**src/logic/ctrl_pkg.sv**
```systemverilog
////////////////////
// core controller definitions
// FSM states, fetch PC select, operand forwarding select,
// decoder jump classes and operand roles of the hazard units
////////////////////

package ctrl_pkg;

  // register source operands a, b and c
  localparam int NUM_OPERANDS = 3;

  // controller FSM states
  typedef enum logic [3:0] {
    RESET       = 4'd0,
    BOOT_SET    = 4'd1,
    FIRST_FETCH = 4'd2,
    DECODE      = 4'd3,
    FLUSH_EX    = 4'd4,
    FLUSH_WB    = 4'd5,
    WAIT_SLEEP  = 4'd6,
    SLEEP       = 4'd7
  } ctrl_state_e;

  // fetch stage PC select
  typedef enum logic [2:0] {
    PC_BOOT      = 3'b000,
    PC_JUMP      = 3'b010,
    PC_BRANCH    = 3'b011,
    PC_EXCEPTION = 3'b100,
    PC_ERET      = 3'b101
  } pc_mux_e;

  // operand source in ID: register file or forwarded result
  typedef enum logic [1:0] {
    SEL_REGFILE = 2'b00,
    SEL_FW_EX   = 2'b01,
    SEL_FW_WB   = 2'b10
  } fw_sel_e;

  // jump class from the decoder
  typedef enum logic [1:0] {
    BRANCH_NONE = 2'b00,
    BRANCH_JAL  = 2'b01,
    BRANCH_JALR = 2'b10,
    BRANCH_COND = 2'b11
  } jump_kind_e;

  // operand served by one hazard unit
  typedef enum logic [1:0] {
    ROLE_A = 2'd0,
    ROLE_B = 2'd1,
    ROLE_C = 2'd2
  } operand_role_e;

endpackage

```
**src/logic/operand_hazard.sv**
```systemverilog
////////////////////
// operand hazard unit
// forwarding select for one source operand, plus the
// load-use and in-flight write hits for the stall logic
////////////////////

`timescale 1ns/1ps

module operand_hazard #(
  parameter ctrl_pkg::operand_role_e OPERAND_ROLE = ctrl_pkg::ROLE_A
) (
  input  logic              ex_match_i,
  input  logic              wb_match_i,
  input  logic              alu_match_i,
  input  logic              regfile_we_ex_i,
  input  logic              regfile_we_wb_i,
  input  logic              regfile_alu_we_fw_i,
  input  logic              data_req_ex_i,
  input  logic              data_misaligned_i,
  input  logic              mult_multicycle_i,
  output ctrl_pkg::fw_sel_e fw_sel_o,
  output logic              load_hit_o,
  output logic              wr_hit_o
);

  logic alu_fw;
  logic wb_fw;

  // result from the EX-stage ALU/MUL writes this operand
  assign alu_fw = alu_match_i & regfile_alu_we_fw_i;
  // result in WB writes this operand
  assign wb_fw  = wb_match_i & regfile_we_wb_i;

  always_comb
  begin
    // EX wins over WB, the younger result is the valid one
    if (alu_fw)
      fw_sel_o = ctrl_pkg::SEL_FW_EX;
    else if (wb_fw)
      fw_sel_o = ctrl_pkg::SEL_FW_WB;
    else
      fw_sel_o = ctrl_pkg::SEL_REGFILE;

    // misaligned access reuses a (address from EX) and b (plain regfile)
    if (data_misaligned_i)
    begin
      if (OPERAND_ROLE == ctrl_pkg::ROLE_A)
        fw_sel_o = ctrl_pkg::SEL_FW_EX;
      else if (OPERAND_ROLE == ctrl_pkg::ROLE_B)
        fw_sel_o = ctrl_pkg::SEL_REGFILE;
    end
    // multicycle multiply keeps its partial result on operand c
    else if (mult_multicycle_i && (OPERAND_ROLE == ctrl_pkg::ROLE_C))
      fw_sel_o = ctrl_pkg::SEL_FW_EX;
  end

  // load in EX targets this operand, data not there yet
  assign load_hit_o = data_req_ex_i & regfile_we_ex_i & ex_match_i;

  // any write still in flight to this operand
  assign wr_hit_o = wb_fw | (ex_match_i & regfile_we_ex_i) | alu_fw;

endmodule

```
**src/logic/stall_unit.sv**
```systemverilog
////////////////////
// stall unit
// load-use stall, jump-register stall and
// write-enable deassert for the decoded instruction
////////////////////

`timescale 1ns/1ps

module stall_unit (
  input  logic [ctrl_pkg::NUM_OPERANDS-1:0] load_hit_i,
  input  logic [ctrl_pkg::NUM_OPERANDS-1:0] wr_hit_i,
  input  ctrl_pkg::jump_kind_e              jump_in_dec_i,
  input  logic                              is_decoding_i,
  input  logic                              illegal_insn_i,
  output logic                              load_stall_o,
  output logic                              jr_stall_o,
  output logic                              deassert_we_o
);

  // any operand waiting on a load in EX
  assign load_stall_o = |load_hit_i;

  // jalr target comes from operand a
  // stall while a write to it is still in the pipe
  assign jr_stall_o = (jump_in_dec_i == ctrl_pkg::BRANCH_JALR) & wr_hit_i[0];

  always_comb
  begin
    deassert_we_o = 1'b0;

    // nothing valid in decode
    if (!is_decoding_i)
      deassert_we_o = 1'b1;

    // illegal instruction must not write back
    if (illegal_insn_i)
      deassert_we_o = 1'b1;

    // instruction is replayed after the stall
    if (load_stall_o || jr_stall_o)
      deassert_we_o = 1'b1;
  end

endmodule

```
**src/logic/main_fsm.sv**
```systemverilog
////////////////////
// controller FSM
// boot, decode, flush and sleep sequencing, fetch PC
// set/select and the exception and CSR save/restore strobes
////////////////////

`timescale 1ns/1ps

module main_fsm (
  input  logic                 clk,
  input  logic                 rst_n,
  input  logic                 fetch_enable_i,
  input  logic                 instr_valid_i,
  input  logic                 id_ready_i,
  input  logic                 ex_valid_i,
  input  logic                 branch_taken_ex_i,
  input  ctrl_pkg::jump_kind_e jump_in_dec_i,
  input  logic                 jr_stall_i,
  input  logic                 exc_req_i,
  input  logic                 exc_int_req_i,
  input  logic                 ecall_insn_i,
  input  logic                 mret_insn_i,
  input  logic                 ebrk_insn_i,
  input  logic                 pipe_flush_i,
  output logic                 ctrl_busy_o,
  output logic                 first_fetch_o,
  output logic                 is_decoding_o,
  output logic                 instr_req_o,
  output logic                 pc_set_o,
  output ctrl_pkg::pc_mux_e    pc_mux_o,
  output logic                 halt_if_o,
  output logic                 halt_id_o,
  output logic                 exc_ack_o,
  output logic                 exc_done_o,
  output logic                 exc_save_id_o,
  output logic                 csr_save_cause_o,
  output logic                 csr_restore_mret_o
);

  ctrl_pkg::ctrl_state_e state_q;
  ctrl_pkg::ctrl_state_e state_d;
  logic                  jump_done_d;
  logic                  jump_done_q;
  logic                  jump_in_dec;

  // unconditional jumps resolve in ID, conditional ones in EX
  assign jump_in_dec = (jump_in_dec_i == ctrl_pkg::BRANCH_JAL) ||
                       (jump_in_dec_i == ctrl_pkg::BRANCH_JALR);

  ////////////////////
  // next state and outputs
  ////////////////////
  always_comb
  begin
    state_d            = state_q;
    jump_done_d        = jump_done_q;
    ctrl_busy_o        = 1'b1;
    instr_req_o        = 1'b1;
    first_fetch_o      = 1'b0;
    is_decoding_o      = 1'b0;
    pc_set_o           = 1'b0;
    pc_mux_o           = ctrl_pkg::PC_BOOT;
    halt_if_o          = 1'b0;
    halt_id_o          = 1'b0;
    exc_ack_o          = 1'b0;
    exc_done_o         = 1'b0;
    exc_save_id_o      = 1'b0;
    csr_save_cause_o   = 1'b0;
    csr_restore_mret_o = 1'b0;

    case (state_q)
      // idle after reset until fetch is enabled
      ctrl_pkg::RESET:
      begin
        ctrl_busy_o = 1'b0;
        instr_req_o = 1'b0;
        if (fetch_enable_i)
          state_d = ctrl_pkg::BOOT_SET;
      end

      // load boot address into the fetch PC
      ctrl_pkg::BOOT_SET:
      begin
        pc_set_o = 1'b1;
        pc_mux_o = ctrl_pkg::PC_BOOT;
        state_d  = ctrl_pkg::FIRST_FETCH;
      end

      // wait for the first instruction to reach ID
      ctrl_pkg::FIRST_FETCH:
      begin
        first_fetch_o = 1'b1;
        if (id_ready_i)
          state_d = ctrl_pkg::DECODE;
      end

      ctrl_pkg::DECODE:
      begin
        // taken branch in EX overrides whatever sits in ID
        if (branch_taken_ex_i)
        begin
          pc_set_o = 1'b1;
          pc_mux_o = ctrl_pkg::PC_BRANCH;
        end
        else if (instr_valid_i)
        begin
          is_decoding_o = 1'b1;
          if (exc_req_i)
          begin
            // illegal instruction, drain EX/WB before trapping
            halt_if_o = 1'b1;
            halt_id_o = 1'b1;
            exc_ack_o = 1'b1;
            state_d   = ctrl_pkg::FLUSH_EX;
          end
          else if (jump_in_dec)
          begin
            pc_mux_o = ctrl_pkg::PC_JUMP;
            // set PC once, and only with the target register settled
            if (!jr_stall_i && !jump_done_q)
            begin
              pc_set_o    = 1'b1;
              jump_done_d = 1'b1;
            end
          end
          else if (mret_insn_i)
          begin
            halt_if_o = 1'b1;
            halt_id_o = 1'b1;
            state_d   = ctrl_pkg::FLUSH_EX;
          end
          else if (ecall_insn_i)
          begin
            halt_if_o = 1'b1;
            halt_id_o = 1'b1;
            exc_ack_o = 1'b1;
            state_d   = ctrl_pkg::FLUSH_EX;
          end
          // wfi
          else if (pipe_flush_i)
          begin
            halt_if_o = 1'b1;
            halt_id_o = 1'b1;
            state_d   = ctrl_pkg::FLUSH_EX;
          end
          else if (ebrk_insn_i)
          begin
            halt_if_o = 1'b1;
            halt_id_o = 1'b1;
            exc_ack_o = 1'b1;
            state_d   = ctrl_pkg::FLUSH_EX;
          end
        end
      end

      // hold until the instruction in EX completes
      ctrl_pkg::FLUSH_EX:
      begin
        halt_if_o = 1'b1;
        halt_id_o = 1'b1;
        if (ex_valid_i)
          state_d = ctrl_pkg::FLUSH_WB;
      end

      // pipe is empty, CSR update is safe now
      ctrl_pkg::FLUSH_WB:
      begin
        halt_if_o = 1'b1;
        halt_id_o = 1'b1;
        if (exc_int_req_i || ecall_insn_i)
        begin
          pc_set_o         = 1'b1;
          pc_mux_o         = ctrl_pkg::PC_EXCEPTION;
          exc_done_o       = 1'b1;
          exc_save_id_o    = 1'b1;
          csr_save_cause_o = 1'b1;
        end
        else if (mret_insn_i)
        begin
          pc_set_o           = 1'b1;
          pc_mux_o           = ctrl_pkg::PC_ERET;
          csr_restore_mret_o = 1'b1;
        end
        else if (ebrk_insn_i)
          exc_done_o = 1'b1;

        state_d = fetch_enable_i ? ctrl_pkg::DECODE : ctrl_pkg::WAIT_SLEEP;
      end

      // one cycle of settling before sleep
      ctrl_pkg::WAIT_SLEEP:
      begin
        ctrl_busy_o = 1'b0;
        instr_req_o = 1'b0;
        halt_if_o   = 1'b1;
        halt_id_o   = 1'b1;
        state_d     = ctrl_pkg::SLEEP;
      end

      ctrl_pkg::SLEEP:
      begin
        ctrl_busy_o = 1'b0;
        instr_req_o = 1'b0;
        halt_if_o   = 1'b1;
        halt_id_o   = 1'b1;
        if (fetch_enable_i)
          state_d = ctrl_pkg::FIRST_FETCH;
      end

      default:
      begin
        instr_req_o = 1'b0;
        state_d     = ctrl_pkg::RESET;
      end
    endcase
  end

  ////////////////////
  // state registers
  ////////////////////
  always_ff @(posedge clk or negedge rst_n)
  begin
    if (!rst_n)
    begin
      state_q     <= ctrl_pkg::RESET;
      jump_done_q <= 1'b0;
    end
    else
    begin
      state_q     <= state_d;
      // cleared once ID moves on to the next instruction
      jump_done_q <= jump_done_d & ~id_ready_i;
    end
  end

endmodule

```
**src/logic/core_controller.sv**
```systemverilog
////////////////////
// core controller top
// operand hazard units, stall unit and controller FSM
////////////////////

`timescale 1ns/1ps

module core_controller (
  input  logic                                 clk,
  input  logic                                 rst_n,
  input  logic                                 fetch_enable_i,
  input  logic                                 instr_valid_i,
  input  logic                                 id_ready_i,
  input  logic                                 ex_valid_i,
  input  logic                                 branch_taken_ex_i,
  input  ctrl_pkg::jump_kind_e                 jump_in_dec_i,
  input  logic                                 illegal_insn_i,
  input  logic                                 exc_req_i,
  input  logic                                 exc_int_req_i,
  input  logic                                 ecall_insn_i,
  input  logic                                 mret_insn_i,
  input  logic                                 ebrk_insn_i,
  input  logic                                 pipe_flush_i,
  input  logic                                 data_req_ex_i,
  input  logic                                 data_misaligned_i,
  input  logic                                 mult_multicycle_i,
  input  logic                                 regfile_we_ex_i,
  input  logic                                 regfile_we_wb_i,
  input  logic                                 regfile_alu_we_fw_i,
  // bit 0 is operand a
  input  logic [ctrl_pkg::NUM_OPERANDS-1:0]    reg_d_ex_is_reg_i,
  input  logic [ctrl_pkg::NUM_OPERANDS-1:0]    reg_d_wb_is_reg_i,
  input  logic [ctrl_pkg::NUM_OPERANDS-1:0]    reg_d_alu_is_reg_i,
  output ctrl_pkg::fw_sel_e [ctrl_pkg::NUM_OPERANDS-1:0] operand_fw_mux_sel_o,
  output logic                                 load_stall_o,
  output logic                                 jr_stall_o,
  output logic                                 deassert_we_o,
  output logic                                 ctrl_busy_o,
  output logic                                 first_fetch_o,
  output logic                                 is_decoding_o,
  output logic                                 instr_req_o,
  output logic                                 pc_set_o,
  output ctrl_pkg::pc_mux_e                    pc_mux_o,
  output logic                                 halt_if_o,
  output logic                                 halt_id_o,
  output logic                                 exc_ack_o,
  output logic                                 exc_done_o,
  output logic                                 exc_save_id_o,
  output logic                                 csr_save_cause_o,
  output logic                                 csr_restore_mret_o
);

  logic [ctrl_pkg::NUM_OPERANDS-1:0] load_hit;
  logic [ctrl_pkg::NUM_OPERANDS-1:0] wr_hit;

  ////////////////////
  // per-operand hazards
  ////////////////////
  for (genvar k = 0; k < ctrl_pkg::NUM_OPERANDS; k++)
  begin : g_operand
    operand_hazard #(
      .OPERAND_ROLE (ctrl_pkg::operand_role_e'(k))
    ) u_operand_hazard (
      .ex_match_i          (reg_d_ex_is_reg_i[k]),
      .wb_match_i          (reg_d_wb_is_reg_i[k]),
      .alu_match_i         (reg_d_alu_is_reg_i[k]),
      .regfile_we_ex_i     (regfile_we_ex_i),
      .regfile_we_wb_i     (regfile_we_wb_i),
      .regfile_alu_we_fw_i (regfile_alu_we_fw_i),
      .data_req_ex_i       (data_req_ex_i),
      .data_misaligned_i   (data_misaligned_i),
      .mult_multicycle_i   (mult_multicycle_i),
      .fw_sel_o            (operand_fw_mux_sel_o[k]),
      .load_hit_o          (load_hit[k]),
      .wr_hit_o            (wr_hit[k])
    );
  end

  // hits from all operands merge into the stalls
  stall_unit u_stall_unit (
    .load_hit_i     (load_hit),
    .wr_hit_i       (wr_hit),
    .jump_in_dec_i  (jump_in_dec_i),
    .is_decoding_i  (is_decoding_o),
    .illegal_insn_i (illegal_insn_i),
    .load_stall_o   (load_stall_o),
    .jr_stall_o     (jr_stall_o),
    .deassert_we_o  (deassert_we_o)
  );

  ////////////////////
  // controller FSM
  ////////////////////
  main_fsm u_main_fsm (
    .clk                (clk),
    .rst_n              (rst_n),
    .fetch_enable_i     (fetch_enable_i),
    .instr_valid_i      (instr_valid_i),
    .id_ready_i         (id_ready_i),
    .ex_valid_i         (ex_valid_i),
    .branch_taken_ex_i  (branch_taken_ex_i),
    .jump_in_dec_i      (jump_in_dec_i),
    .jr_stall_i         (jr_stall_o),
    .exc_req_i          (exc_req_i),
    .exc_int_req_i      (exc_int_req_i),
    .ecall_insn_i       (ecall_insn_i),
    .mret_insn_i        (mret_insn_i),
    .ebrk_insn_i        (ebrk_insn_i),
    .pipe_flush_i       (pipe_flush_i),
    .ctrl_busy_o        (ctrl_busy_o),
    .first_fetch_o      (first_fetch_o),
    .is_decoding_o      (is_decoding_o),
    .instr_req_o        (instr_req_o),
    .pc_set_o           (pc_set_o),
    .pc_mux_o           (pc_mux_o),
    .halt_if_o          (halt_if_o),
    .halt_id_o          (halt_id_o),
    .exc_ack_o          (exc_ack_o),
    .exc_done_o         (exc_done_o),
    .exc_save_id_o      (exc_save_id_o),
    .csr_save_cause_o   (csr_save_cause_o),
    .csr_restore_mret_o (csr_restore_mret_o)
  );

endmodule

```
**config.mk**
```make
export PLATFORM = sky130hd
export DESIGN_NAME = core_controller
export DESIGN_NICKNAME = d
export VERILOG_FILES = /design/src/logic/ctrl_pkg.sv /design/src/logic/operand_hazard.sv /design/src/logic/stall_unit.sv /design/src/logic/main_fsm.sv /design/src/logic/core_controller.sv
export SDC_FILE = /design/constraint.sdc
export NUM_CORES = 1
export LEC_CHECK = 0
export ABC_CLOCK_PERIOD_IN_PS = 2600
export BUFFER_PORTS_ARGS = -buffer_cell sky130_fd_sc_hd__buf_2
export CAP_MARGIN = 20
export CORE_MARGIN = 4
export CORE_UTILIZATION = 35
export DETAILED_ROUTE_END_ITERATION = 16
export PLACE_DENSITY = 0.89
export SYNTH_ARGS = -nofsm -noshare
export SYNTH_HDL_FRONTEND = slang
export SYNTH_SLANG_ARGS = --single-unit
```
**constraint.sdc**
```tcl
create_clock -name clk -period 2.6 [get_ports clk]
set_clock_uncertainty 0.1 [all_clocks]
set_input_delay 0.52 -clock clk [delete_from_list [all_inputs] [get_ports clk]]
set_output_delay 0.52 -clock clk [all_outputs]
set_load 0.05 [all_outputs]
```
=== Yosys cells after proc, flatten, opt, wreduce, memory -nomap -nowiden ===
Index checks and enable logic that the tools add are counted.
Widths: inputs -> output; s select.

* Register bits after elaboration: 5
* Logic and storage cells: 125
* Output and inout bits: 24

* Muxes and demuxes: 78
* Equal/unequal tests: 17
* Bitwise gates (word level): 16
* Reductions and logical operators: 12

{| class="wikitable"
|+ Operators with widths
! cell !! number
|-
| $mux 4 || 12
|-
| $mux 1 || 45
|-
| $pmux 4 s8 || 1
|-
| $mux 2 || 11
|-
| $mux 3 || 6
|-
| $eq 4x3->1 const B || 4
|-
| $and 1x1->1 || 13
|-
| $ne 2x2->1 const B || 6
|-
| $eq 4x2->1 const B || 2
|-
| $reduce_and 8->1 || 1
|-
| $ne 6x6->1 const B || 1
|-
| $pmux 3 s2 || 1
|-
| $reduce_or 3->1 || 2
|-
| $reduce_or 5->1 || 1
|-
| $eq 4x1->1 const B || 1
|-
| $logic_not 4->1 || 1
|-
| $reduce_or 4->1 || 1
|-
| $logic_or 1x1->1 || 3
|-
| $ne 3x3->1 const B || 1
|-
| $pmux 1 s3 || 1
|-
| $eq 2x1->1 const B || 1
|-
| $eq 2x2->1 const B || 1
|-
| $logic_not 1->1 || 2
|-
| $or 1x1->1 || 2
|-
| other kinds (3) || 3
|}

=== Depth between registers and ports, before layout ===
* Depth in word-level cells: 13
* Mapped depth: 5
* Mapped depth without buffers: 5

=== Hierarchy ===
A second synthesis with hierarchy kept.

* Cells, all modules: 89
* Area total of the unflattened synthesis: 600.6 sq um

{| class="wikitable"
|+ Modules (own cells, without submodules)
! module !! area each (sq um) !! sequential area each (sq um) !! cells an instance !! instances
|-
| main_fsm || 445.4 || 100.1 || 63 || 1
|-
| operand_hazard (g_operand[2].u_operand_hazard) || 43.8 || 0.0 || 7 || 1
|-
| operand_hazard (g_operand[1].u_operand_hazard) || 41.3 || 0.0 || 7 || 1
|-
| operand_hazard (g_operand[0].u_operand_hazard) || 36.3 || 0.0 || 6 || 1
|-
| stall_unit || 33.8 || 0.0 || 6 || 1
|}

=== Worst setup path before layout ===
Ideal clock, no wire load.

* Kind: in2out
* Start point: in jump_in_dec_i[0]
* End point: out pc_set_o
* Stages on the path: 5
* Arrival time: 2.632 ns
* Slack: -0.652 ns
* Path through: inv_1 -> ha_1 -> or2_1 -> or3_1 -> o32ai_1

* Longest elaborated chain between the ends: 10
* Elaborated cells on any way between the ends: 12
* Classes of those cells: eq/ne (2); mux (6); bitwise (1); reduce/logical (3)

{| class="wikitable"
|+ RTL lines
! element !! RTL line !! text
|-
| start: declaration || core_controller.sv:16 || <nowiki>input ctrl_pkg::jump_kind_e jump_in_dec_i,</nowiki>
|-
| $eq 2x2->1 || stall_unit.sv:25, main_fsm.sv:48 ||
|-
| $and 1x1->1 || stall_unit.sv:25 || <nowiki>assign jr_stall_o = (jump_in_dec_i == ctrl_pkg::BRANCH_JALR) & wr_hit_i[0];</nowiki>
|-
| $logic_not 1->1 || main_fsm.sv:120 || <nowiki>if (!jr_stall_i && !jump_done_q)</nowiki>
|-
| $logic_and 1x1->1 || main_fsm.sv:120 ||
|-
| $mux 1 || main_fsm.sv:120 ||
|-
| $mux 1 * || main_fsm.sv:116 || <nowiki>else if (jump_in_dec)</nowiki>
|-
| $mux 1 * || main_fsm.sv:108 || <nowiki>if (exc_req_i)</nowiki>
|-
| $mux 1 * || main_fsm.sv:105 || <nowiki>else if (instr_valid_i)</nowiki>
|-
| $mux 1 * || main_fsm.sv:100 || <nowiki>if (branch_taken_ex_i)</nowiki>
|-
| $pmux 1 s3 * || main_fsm.sv:71 || <nowiki>case (state_q)</nowiki>
|-
| end: declaration || core_controller.sv:42 || <nowiki>output logic pc_set_o,</nowiki>
|}

Mark *: on every way between the ends. The rest lies on a longest branch, timed or not.

=== Final worst setup path ===
Same ends and word-level chain as after synthesis.

==> impl_metrics.ini <==
[timing]
period_share = 0.977
finalHoldViolations = 0
period_needed_ns = 2.54
slew_headroom = 0.638
fmax_ghz = 0.394
setup_violations = 0
layout_setup_ws_ns = 0.0589
final-max-slew-violation-count = 0
rsz0062_at_grt = no
tightest_slew_ns = 0.537
tns_ns = 0

[layout]
design_area_sq_um = 961
drive_gt1_frac = 0.529
utilization = 0.631
diodes = 0
syn2layout_area_growth_pct = 69.9
fin_nets = 172
num-fill-cells = 146

[setup_path]
r2r_cells = 4
criticalPathCategory = input pin to output port
reg2reg_slack_ns = 1.06
r2r_start = u_main_fsm.state_q[1]$_DFFE_PN0P_
crit_required_ns = 1.98
worstSetupEndpointType = output port
arrival_ns = 1.92
r2r-end = u_main_fsm.state_q[0]$_DFFE_PN0P_
cp_max_fo = 2
crit_start = jump_in_dec_i[0]
start_kind = input pin

[cts]
cts_buffers = 3
cts_buffer_depth = 2
cts_htree_levels = 1
postCtsSetupBuffers = 0
cts.sink_count = 4
clk_pin_slew_ns = 0.04
clock_latency_ns = 0.23
cts_root_buf = clkbuf_4
tritoncts = yes

[floorplanning]
num_rows = 14
ioPinCount = 55
die_h_um = 48.2
start_util = 0.371
fp.dieArea_sq_um = 2320
chipWidth_um = 48.2
core_sq_um = 1520

[logic_synthesis]
syn_nets = 110
synth-async-reset-ratio = 1.00
synth_top_family_by_area = simple AND/OR/NAND/NOR gates
syn_avg_cell_area_sq_um = 7.25
synth_edf_count = 0
synthTopCellsByArea = dfrtp_1, a21oi_1, nand2_1
synthAdderAreaFrac = 0.0221
synth.largest_area_cell = dfrtp_1
ys_seq_area_frac = 0.177
synth_common_cells = nand2_1, nor2_1, a21oi_1, inv_1, dfrtp_1
synth_xor_area_frac = 0
syn_inst = 78
synth_top_area_share = 0.177
synth-simple-area-share = 0.396
syn_area_sq_um = 566
synth_seq_cells = 4
synth_cell_types = 36
synth_compound_area_frac = 0.319
synthMuxAreaShare = 0
ys.flop_type = dfrtp_1
synth_warnings = 0

[drt]
wire_per_inst_um = 12.4
antenna_left = 0
wl_met1_um = 729
drt_iter0_drc = 6
wl_um = 1910
top_layer_used = met4
via_count = 788
wl_met2_um = 983
routed_via_density = 5.12
drc = 0
wl_met3_um = 183
dr.pass1.iters = 4

[global_route]
grt_pass1_wl_um = 2630
antenna_found_initial = 0
grt-ovfl-total = 0
first_global_vias = 626
grt_usage = 0.165
grt_max_degree = 15

[power_and_ir_drop]
finalPower_mw = 0.951
powerDensity_nw_per_um2 = 990
vdd_drop_max_v = 0.000732
p_leak_nw = 0.512

[worst_hold_path]
min_path_cells = 2
hp-class = input pin to flip-flop
min_to = u_main_fsm.jump_done_q$_DFF_PN0_
worstHoldStart = id_ready_i

[placement]
gp_congestion = 0.833
hpwl_um = 1640
portBuffers = 54
pre_cts_slack_ns = -0.0442
place_area_sq_um = 917

[outcome]
outcome = completed

[run]
maxCapViolations = 0
stage by stage:
step,std cells,hold slack [ns]
after floorplan,78,0.124
after global placement,150,0.225
after detailed placement,150,0.228
after CTS,154,0.420
after global routing,154,0.426
final,154,0.430
critical path, stage by stage:
cell and delay (ns):
buf_2 0.07, inv_1 0.03, ha_1 0.29, or2_1 0.24
or3_4 0.36, o32ai_4 0.22, buf_6 0.19
cells in the final DEF, fill, tap and decap left out, types with 3 or more instances in the layout:
| master | count |
|---|---|
| a21oi_1 | 6 |
| buf_2 | 53 |
| buf_4 | 7 |
| clkbuf_4 | 3 |
| dfrtp_1 | 4 |
| inv_1 | 6 |
| nand2_1 | 8 |
| nand3_1 | 3 |
| nor2_1 | 8 |
| o21ai_1 | 3 |
what timing repair did:
item	CTS	global route
gates resized for setup	1	2
endpoints found under the setup margin	1	1
pin swaps	0	0
hold endpoints to repair	4	0
gates cloned	0	0
hold buffers	1	0
logic make-up (layout without fill, tap and decap cells):
family          count (synthesis)  after routing
compound gates                 22             22
fa+ha+maj                       1              1
buf+inv                        11             71
flops                           4              4
simple gates                   40             40
area by class of cell:
cell class	instances	area, sq um	share of cell area
inverters	6	22.5	0.0234
well taps	16	20.0	0.0208
multi-input cells	63	457	0.475
flip-flops and latches	4	100	0.104
clock buffers	3	22.5	0.0234
repair buffers	62	339	0.353
worst max-delay path by stage:
| stage | end | cells past startpoint |
|---|---|---|
| after floorplan | pc_mux_o[1] | 5 |
| after global placement | pc_set_o | 7 |
| after detailed placement | pc_set_o | 7 |
| after CTS | pc_set_o | 7 |
| after global routing | pc_set_o | 7 |
| final | pc_set_o | 7 |
flip-flops by register name, summed over array words and instances (netlist names):
name and cells:
u_main_fsm.state_q 3, u_main_fsm.jump_done_q 1
report_power, final:
part           internal [mW]  switching, mW
registers             0.0845         0.0129
clock network         0.0516         0.0247
logic                  0.248          0.530
layer usage:
metal | global-route usage | vias to the layer above
met5 | 0 | -
met4 | 0.0645 | 0
met3 | 0.0590 | 4
met2 | 0.279 | 31
met1 | 0.188 | 349
li1 | - | 404
Note: power is estimated with default switching activity, not from simulation.
